===== src/verilog/sound_macros.svh =====
////////////////////
// Constants for the sound output path.
// Window length, IIR coefficients with their scale, gain
// and the data widths. Include once per file that needs them.
////////////////////

`ifndef SOUND_MACROS_SVH
`define SOUND_MACROS_SVH

// Boxcar window of the DAC averager
`define SND_WINDOW_LEN   256
`define SND_WINDOW_BITS  8

// Data widths
`define SND_DAC_BITS     8
`define SND_WORD_BITS    16
`define SND_COEFF_BITS   22

// Offset binary midpoint of the speech word
`define SND_PCM_OFFSET   16'h8000

// Coefficient fraction bits
`define SND_COEFF_SCALE  15

// Stage 1 low pass, f0 near 3.5 kHz
`define SND_LPF1_A2      (-44251)
`define SND_LPF1_A3      16754
`define SND_LPF1_B1      1318
`define SND_LPF1_B2      2636
`define SND_LPF1_B3      1318

// Stage 2 low pass, f0 near 3.3 kHz
`define SND_LPF2_A2      (-45163)
`define SND_LPF2_A3      17301
`define SND_LPF2_B1      1226
`define SND_LPF2_B2      2453
`define SND_LPF2_B3      1226

// Speech boost after the filter, and the final mix scale
`define SND_GAIN_SHIFT   2
`define SND_MIX_SHIFT    3

`endif


===== src/verilog/sound_pkg.sv =====
////////////////////
// Shared types of the sound path.
// Vector types for levels, words and coefficients, and the
// structs that carry one sample tick through the pipeline.
////////////////////

`default_nettype none

`include "sound_macros.svh"

package sound_pkg;

	typedef logic        [`SND_DAC_BITS-1:0]   dac_level_t;
	typedef logic        [`SND_WORD_BITS-1:0]  speech_word_t;
	typedef logic signed [`SND_WORD_BITS-1:0]  pcm_t;
	typedef logic signed [`SND_COEFF_BITS-1:0] coeff_t;
	typedef logic        [`SND_WORD_BITS-1:0]  audio_word_t;

	// One window end, 24 bits
	typedef struct packed {
		dac_level_t   level;
		speech_word_t speech;
	} snd_sample_t;

	// Sample after the filter, 40 bits
	typedef struct packed {
		dac_level_t   level;
		speech_word_t speech_raw;
		speech_word_t speech_filt;
	} snd_filtered_t;

endpackage

`default_nettype wire


===== src/verilog/audio_mixer.sv =====
////////////////////
// Output side of the sound path.
// Adds the averaged DAC level and the speech of the selected
// source, scales to 16 bits and registers one mono sample.
////////////////////

`default_nettype none

`include "sound_macros.svh"

module audio_mixer import sound_pkg::*; (
	input  wire logic     clk_sys,
	input  wire logic     reset,
	input  wire logic     sinistar_board,
	input  snd_filtered_t filtered,
	input  wire logic     filt_valid,
	output audio_word_t   audio_out,
	output logic          audio_valid
);

	localparam int SUM_BITS = `SND_WORD_BITS + 1;

	speech_word_t        speech_sel;
	logic [SUM_BITS-1:0] mix_sum;

	// Only the Sinistar board has the speech filter
	assign speech_sel = sinistar_board ? filtered.speech_filt : filtered.speech_raw;

	// DAC level sits in the upper byte
	assign mix_sum = SUM_BITS'({filtered.level, 8'h00}) + SUM_BITS'(speech_sel);

	always_ff @(posedge clk_sys) begin
		if (reset) begin
			audio_out   <= '0;
			audio_valid <= 1'b0;
		end else begin
			audio_valid <= filt_valid;
			if (filt_valid) begin
				audio_out <= audio_word_t'(mix_sum >> `SND_MIX_SHIFT);
			end
		end
	end

endmodule

`default_nettype wire


===== src/verilog/dac_boxcar.sv =====
////////////////////
// Input side of the sound path.
// Averages the 8-bit DAC over a 256-cycle window, latches the
// speech word in the last cycle and strobes the sample tick.
////////////////////

`default_nettype none

`include "sound_macros.svh"

module dac_boxcar import sound_pkg::*; (
	input  wire logic  clk_sys,
	input  wire logic  reset,
	input  dac_level_t dac_level,
	input  speech_word_t speech_word,
	output snd_sample_t sample,
	output logic       sample_valid
);

	localparam int SUM_BITS = `SND_DAC_BITS + `SND_WINDOW_BITS;

	logic [`SND_WINDOW_BITS-1:0] window_cnt;
	logic [SUM_BITS-1:0]         accum;
	logic [SUM_BITS-1:0]         accum_next;
	logic                        window_end;

	// Sum including the sample of this cycle
	assign accum_next = accum + SUM_BITS'(dac_level);
	assign window_end = (window_cnt == `SND_WINDOW_LEN - 1);

	always_ff @(posedge clk_sys) begin
		if (reset) begin
			window_cnt   <= '0;
			accum        <= '0;
			sample_valid <= 1'b0;
		end else begin
			window_cnt   <= window_cnt + 1'b1;
			sample_valid <= window_end;
			if (window_end) begin
				accum <= '0;
			end else begin
				accum <= accum_next;
			end
		end
	end

	// Upper byte of the window sum is the average
	always_ff @(posedge clk_sys) begin
		if (window_end) begin
			sample.level  <= accum_next[SUM_BITS-1 -: `SND_DAC_BITS];
			sample.speech <= speech_word;
		end
	end

endmodule

`default_nettype wire


===== src/verilog/speech_biquad.sv =====
////////////////////
// One second-order IIR section, direct form I.
// Coefficients are fixed point with SND_COEFF_SCALE fraction
// bits. Runs once per in_valid and saturates to 16 bits.
////////////////////

`default_nettype none

`include "sound_macros.svh"

module speech_biquad import sound_pkg::*; #(
	parameter coeff_t b1 = coeff_t'(`SND_LPF1_B1),
	parameter coeff_t b2 = coeff_t'(`SND_LPF1_B2),
	parameter coeff_t b3 = coeff_t'(`SND_LPF1_B3),
	parameter coeff_t a2 = coeff_t'(`SND_LPF1_A2),
	parameter coeff_t a3 = coeff_t'(`SND_LPF1_A3)
) (
	input  wire logic clk_sys,
	input  wire logic reset,
	input  pcm_t      in_pcm,
	input  wire logic in_valid,
	output pcm_t      out_pcm,
	output logic      out_valid
);

	// Five products of 22x16 bits need three guard bits
	localparam int ACC_BITS = `SND_COEFF_BITS + `SND_WORD_BITS + 3;

	pcm_t x1;
	pcm_t x2;
	pcm_t y1;
	pcm_t y2;
	pcm_t y_sat;

	logic signed [ACC_BITS-1:0] acc;
	logic signed [ACC_BITS-1:0] acc_scaled;

	////////////////////
	// Difference equation
	////////////////////

	always_comb begin
		acc = b1 * in_pcm + b2 * x1 + b3 * x2 - a2 * y1 - a3 * y2;
		acc_scaled = acc >>> `SND_COEFF_SCALE;
		if (acc_scaled > 32767) begin
			y_sat = 16'sh7FFF;
		end else if (acc_scaled < -32768) begin
			y_sat = 16'sh8000;
		end else begin
			y_sat = acc_scaled[`SND_WORD_BITS-1:0];
		end
	end

	////////////////////
	// History
	////////////////////

	always_ff @(posedge clk_sys) begin
		if (reset) begin
			x1        <= '0;
			x2        <= '0;
			y1        <= '0;
			y2        <= '0;
			out_valid <= 1'b0;
		end else begin
			out_valid <= in_valid;
			if (in_valid) begin
				x1 <= in_pcm;
				x2 <= x1;
				y1 <= y_sat;
				y2 <= y1;
			end
		end
	end

	// Newest output doubles as the y[n-1] term
	assign out_pcm = y1;

endmodule

`default_nettype wire


===== src/verilog/speech_lpf.sv =====
////////////////////
// Processing part of the sound path.
// Two low-pass biquads in series on the speech word, then a
// 4x boost with clipping. Level and raw speech ride alongside.
////////////////////

`default_nettype none

`include "sound_macros.svh"

module speech_lpf import sound_pkg::*; (
	input  wire logic    clk_sys,
	input  wire logic    reset,
	input  snd_sample_t  sample,
	input  wire logic    sample_valid,
	output snd_filtered_t filtered,
	output logic         filt_valid
);

	localparam int BOOST_BITS = `SND_WORD_BITS + `SND_GAIN_SHIFT;

	pcm_t        speech_pcm;
	pcm_t        s1_pcm;
	pcm_t        s2_pcm;
	pcm_t        s_final;
	logic        s1_valid;
	snd_sample_t s1_side;
	snd_sample_t s2_side;

	logic signed [BOOST_BITS-1:0] boosted;

	// Offset binary to two's complement
	assign speech_pcm = pcm_t'(sample.speech ^ `SND_PCM_OFFSET);

	speech_biquad #(
		.b1(coeff_t'(`SND_LPF1_B1)),
		.b2(coeff_t'(`SND_LPF1_B2)),
		.b3(coeff_t'(`SND_LPF1_B3)),
		.a2(coeff_t'(`SND_LPF1_A2)),
		.a3(coeff_t'(`SND_LPF1_A3))
	) lpf_stage1 (
		.clk_sys  (clk_sys),
		.reset    (reset),
		.in_pcm   (speech_pcm),
		.in_valid (sample_valid),
		.out_pcm  (s1_pcm),
		.out_valid(s1_valid)
	);

	speech_biquad #(
		.b1(coeff_t'(`SND_LPF2_B1)),
		.b2(coeff_t'(`SND_LPF2_B2)),
		.b3(coeff_t'(`SND_LPF2_B3)),
		.a2(coeff_t'(`SND_LPF2_A2)),
		.a3(coeff_t'(`SND_LPF2_A3))
	) lpf_stage2 (
		.clk_sys  (clk_sys),
		.reset    (reset),
		.in_pcm   (s1_pcm),
		.in_valid (s1_valid),
		.out_pcm  (s2_pcm),
		.out_valid(filt_valid)
	);

	// Side fields follow the two filter stages
	always_ff @(posedge clk_sys) begin
		if (sample_valid) begin
			s1_side <= sample;
		end
		if (s1_valid) begin
			s2_side <= s1_side;
		end
	end

	// Gain and clip
	always_comb begin
		boosted = BOOST_BITS'(s2_pcm) <<< `SND_GAIN_SHIFT;
		if (boosted > 32767) begin
			s_final = 16'sh7FFF;
		end else if (boosted < -32768) begin
			s_final = 16'sh8000;
		end else begin
			s_final = boosted[`SND_WORD_BITS-1:0];
		end
	end

	assign filtered = '{
		level:       s2_side.level,
		speech_raw:  s2_side.speech,
		speech_filt: speech_word_t'(s_final) ^ `SND_PCM_OFFSET
	};

endmodule

`default_nettype wire


===== src/verilog/williams_sound.sv =====
////////////////////
// Top of the sound output path.
// DAC averager, speech filter and mixer in series. One mono
// sample leaves every 256 cycles with a one-cycle strobe.
////////////////////

`default_nettype none

module williams_sound import sound_pkg::*; (
	input  wire logic   clk_sys,
	input  wire logic   reset,
	input  dac_level_t  dac_level,
	input  speech_word_t speech_word,
	input  wire logic   sinistar_board,
	output audio_word_t audio_out,
	output logic        audio_valid
);

	snd_sample_t   sample;
	logic          sample_valid;
	snd_filtered_t filtered;
	logic          filt_valid;

	dac_boxcar i_dac_boxcar (
		.clk_sys     (clk_sys),
		.reset       (reset),
		.dac_level   (dac_level),
		.speech_word (speech_word),
		.sample      (sample),
		.sample_valid(sample_valid)
	);

	speech_lpf i_speech_lpf (
		.clk_sys     (clk_sys),
		.reset       (reset),
		.sample      (sample),
		.sample_valid(sample_valid),
		.filtered    (filtered),
		.filt_valid  (filt_valid)
	);

	audio_mixer i_audio_mixer (
		.clk_sys       (clk_sys),
		.reset         (reset),
		.sinistar_board(sinistar_board),
		.filtered      (filtered),
		.filt_valid    (filt_valid),
		.audio_out     (audio_out),
		.audio_valid   (audio_valid)
	);

endmodule

`default_nettype wire

===== config.mk =====
export PLATFORM = sky130hd
export DESIGN_NAME = williams_sound
export DESIGN_NICKNAME = d
export VERILOG_FILES = /design/src/verilog/sound_pkg.sv /design/src/verilog/audio_mixer.sv /design/src/verilog/dac_boxcar.sv /design/src/verilog/speech_biquad.sv /design/src/verilog/speech_lpf.sv /design/src/verilog/williams_sound.sv
export VERILOG_INCLUDE_DIRS = /design/src /design/src/verilog
export SDC_FILE = /design/constraint.sdc
export NUM_CORES = 2
export LEC_CHECK = 0
export ABC_AREA = 1
export BUFFER_PORTS_ARGS = -buffer_cell sky130_fd_sc_hd__clkbuf_2
export CELL_PAD_IN_SITES_DETAIL_PLACEMENT = 0
export CELL_PAD_IN_SITES_GLOBAL_PLACEMENT = 1
export CORE_ASPECT_RATIO = 1.1
export CORE_UTILIZATION = 57
export DETAILED_ROUTE_END_ITERATION = 6
export MAX_ROUTING_LAYER = met4
export PLACE_DENSITY_LB_ADDON = 0.1
export SYNTH_ARGS = -nofsm -noshare
export SYNTH_HDL_FRONTEND = slang
export SYNTH_SLANG_ARGS = --single-unit

===== constraint.sdc =====
create_clock -name clk_sys -period 15.9 [get_ports clk_sys]
set_input_delay 3.18 -clock clk_sys [delete_from_list [all_inputs] [get_ports clk_sys]]
set_output_delay 3.18 -clock clk_sys [all_outputs]
set_load 0.02 [all_outputs]

==> results_dict.tcl <==
set metrics [dict create \
    rsz0062_at_grt "no" \
    setup.worst_path.start "i_speech_lpf.lpf_stage1.out_pcm[4]" \
    routed_wl_mm 146 \
    numPortBuffers 41 \
    synthFlopType "dfxtp_1" \
    ant_nets 0 \
    critPathArrivalTime_ns 11.51 \
    via_count 38500 \
    drive_gt1_frac 0.0371 \
    cts_buffers 30 \
    comb_power_share 0.041 \
    hold-path-cell-count 0 \
    yosys.area.top_type "fa_1" \
    synth_cells 6094 \
    ios 44 \
    gr-usage-all-layers 0.321 \
    total_power_mw 1.47 \
    hold_viol 0 \
    first_pass_iters 7 \
    initial_utilization 0.575 \
    viasPerCell 5.18 \
    max_stage_delay_ns 0.70 \
    hp-start "i_speech_lpf.s1_side[19]" \
    final_nets 8179 \
    die_h_um 328 \
    grt_start_max_net_pins 87 \
    hpwl_mm 127 \
    synth-edff-count 66 \
    netlist_area_um2 55000 \
    min_to "i_speech_lpf.filtered[35]" \
    synth_area_leaders "fa_1 35%, ha_1 24%, inv_1 12%" \
    grt_pass1_wl_mm 232 \
    die_w_um 298 \
    switchingPower_mw 0.377 \
    ys_ff_latch 236 \
    worst_pin_slew_ns 1.04 \
    p_clk_frac 0.532 \
    yosysUniqueCellTypes 58 \
    cp_max_fo 15 \
    power.density_nw_per_um2 25.4 \
    rows 119 \
    cts_root_buf "clkbuf_16" \
    routabilityCongestion 0.984 \
    die_area_um2 97800 \
    final.period_utilization 0.687 \
    syn2layout_area_growth_pct 5.29 \
    setup_violations 0 \
    finClkSkew_ns 0.0592 \
    synth_top_area_frac 0.352 \
    synth-async-reset-ratio 0 \
    max_freq_ghz 0.0916 \
    path_clk_slew_ns 0.07 \
    maxCapViolCount 0 \
    rr_endpoint "i_speech_lpf.lpf_stage2.out_pcm[2]" \
    slowest_stage "dfxtp_1" \
    power_frac_seq 0.426 \
    outcome "finished with violations" \
    violations "DRC" \
    swShare 0.256 \
    fin_crit_ns 10.92 \
    syn_area_per_cell_um2 9.03 \
    peakVddDrop_mv 0.0909 \
    crit_type "flip-flop to flip-flop" \
    crit_top_cell "fa_1" \
    overflow 0 \
    r2r_cells 41 \
    cts_setup_buffers 0 \
    reg2reg_slack_ns 4.98 \
    slew_headroom 0.309 \
    antenna_found_initial 0 \
    end_kind "flip-flop" \
    cts-resized-gates 0 \
    crit_required_ns 16.49 \
    intPower_mw 1.09 \
    maxSlewViolCount 0 \
    leakagePower_nw 32.4 \
    cts_htree_levels 1 \
    clock_sinks 236 \
    grt_pass1_vias 41100 \
    fp.coreArea_um2 95700 \
    crit_path_start_kind "flip-flop" \
    r2r-start "i_speech_lpf.lpf_stage1.out_pcm[4]" \
    hold_class "flip-flop to flip-flop" \
    drc 4 \
    wire_per_inst_um 19.6 \
    drt_iter0_markers 1897 \
    cts_tree "built" \
    clkLatencyLatePin_ns 0.66 \
    ys_seq_area_frac 0.0979 \
    holdBufCountCts 0 \
    clk_path_buf_depth 3 \
    yosysWarningCount 0 \
    setup_tns_ns 0 \
]
power by group through the flow:
stage               logic (mW)  registers, mW  clock network [mW]
CTS                     0.0618          0.627               0.801
finish                  0.0608          0.627               0.783
global route            0.0700          0.627               0.820
global placement        0.0603          0.640                   0
floorplan               0.0461          0.640                   0
detailed placement      0.0611          0.640                   0
kinds of logic (layout without fill, tap and decap cells):
kind of cell,after synthesis,in the layout,share of synthesized area
xor gates and xnor gates,212,212,0.0337
AOI/OAI and AO/OA,693,693,0.0691
other,1,3,0.0000682
adders and majority gates,2008,2008,0.589
and+or+nand+nor,1079,1079,0.0825
buffers and inverters,1865,1938,0.128
DFF,236,236,0.0979
Yosys cell counts (19+ instances only):
master    instances
nand4_1          22
a21o_1           19
o21ai_0         244
o21bai_1         22
edfxtp_1         66
a21oi_1         314
nand2_1         556
xnor2_1         101
a21oi_2          23
ha_1           1041
nor3_1           26
dfxtp_1         170
xor2_1          111
clkbuf_1         46
fa_1            967
nor2_1          307
nand2_2          20
inv_1          1797
nand3_1          82
registers in the layout, indices dropped and copies added, names as in the netlist, 8 cells and up:
name,count
i_speech_lpf.filtered,21
i_dac_boxcar.window_cnt,8
i_speech_lpf.lpf_stage2.x2,16
i_speech_lpf.lpf_stage1.out_pcm,16
i_dac_boxcar.sample,24
i_speech_lpf.lpf_stage2.y2,16
i_speech_lpf.lpf_stage1.x2,16
i_speech_lpf.lpf_stage1.y2,16
i_audio_mixer.audio_out,14
i_speech_lpf.s1_side,21
i_speech_lpf.lpf_stage2.out_pcm,16
i_dac_boxcar.accum,16
i_speech_lpf.lpf_stage1.x1,16
i_speech_lpf.lpf_stage2.x1,16
worst max-delay path by stage:
stage                                                endpoint  slack (ns)
after floorplan           i_speech_lpf.lpf_stage1.out_pcm[13]        6.19
after global placement     i_speech_lpf.lpf_stage2.out_pcm[5]        4.98
after detailed placement   i_speech_lpf.lpf_stage2.out_pcm[5]        4.93
after CTS                  i_speech_lpf.lpf_stage2.out_pcm[5]        4.99
after global routing       i_speech_lpf.lpf_stage2.out_pcm[4]        4.33
final                      i_speech_lpf.lpf_stage2.out_pcm[2]        4.98
metrics by stage:
stage	worst slack [ns]	instances	cell area (µm²)	hold WS, ns	util
after CTS	4.99	7438	57900	0.421	0.605
after global placement	4.98	7382	56800	0.401	0.593
after global routing	4.33	7438	57900	0.426	0.605
after floorplan	6.19	6095	55000	0.400	-
after detailed placement	4.93	7382	56800	0.405	0.593
final	4.98	7439	57900	0.419	0.605
final cells by class:
cell class                      count  area, µm²
Fill cell                        8533      37800
Antenna cell                        1       2.50
Sequential cell                   236       5390
Clock buffer                       31        776
Timing Repair Buffer               74        453
Inverter                         1808       6790
Clock inverter                     25        340
Multi-Input combinational cell   3994      42600
Tap cell                         1270       1590
layer usage:
layer | global-route usage | wire (µm) | share of wire | up-vias
met5 | - | 0 | 0 | -
met4 | 0.113 | 6270 | 0.043 | 0
met3 | 0.0216 | 4380 | 0.030 | 201
met2 | 0.570 | 75600 | 0.52 | 684
met1 | 0.384 | 59800 | 0.41 | 19100
li1 | - | - | - | 18600
critical path, delay by kind of cell, from the launching register on:
kind	cells	cell delay, ns
AOI/OAI and AO/OA	6	1.30
xor gates and xnor gates	1	0.19
adders and majority gates	16	6.77
buffers and inverters	7	0.60
DFF	1	0.70
and+or+nand+nor	11	1.32
placed cells by master, fill, tap and decap left out, drive strengths merged, types with 3 or more instances in the layout:
cell type  instances
dfxtp            170
xor2             111
ha              1041
nor4              10
xnor2            101
a31oi             17
a21boi            11
o21bai            22
nor2             328
a211oi             5
edfxtp            66
nor3              31
nand4             23
clkbuf            72
o21ai            258
nand3             84
clkinv            14
or2                8
fa               967
nand2            578
o21a               5
a31o               3
a21oi            337
nand3b             9
bufinv             5
nor3b              3
a21o              19
buf               33
inv             1814
o211ai             4
and3               3
Power figures use the tool's default switching activity.
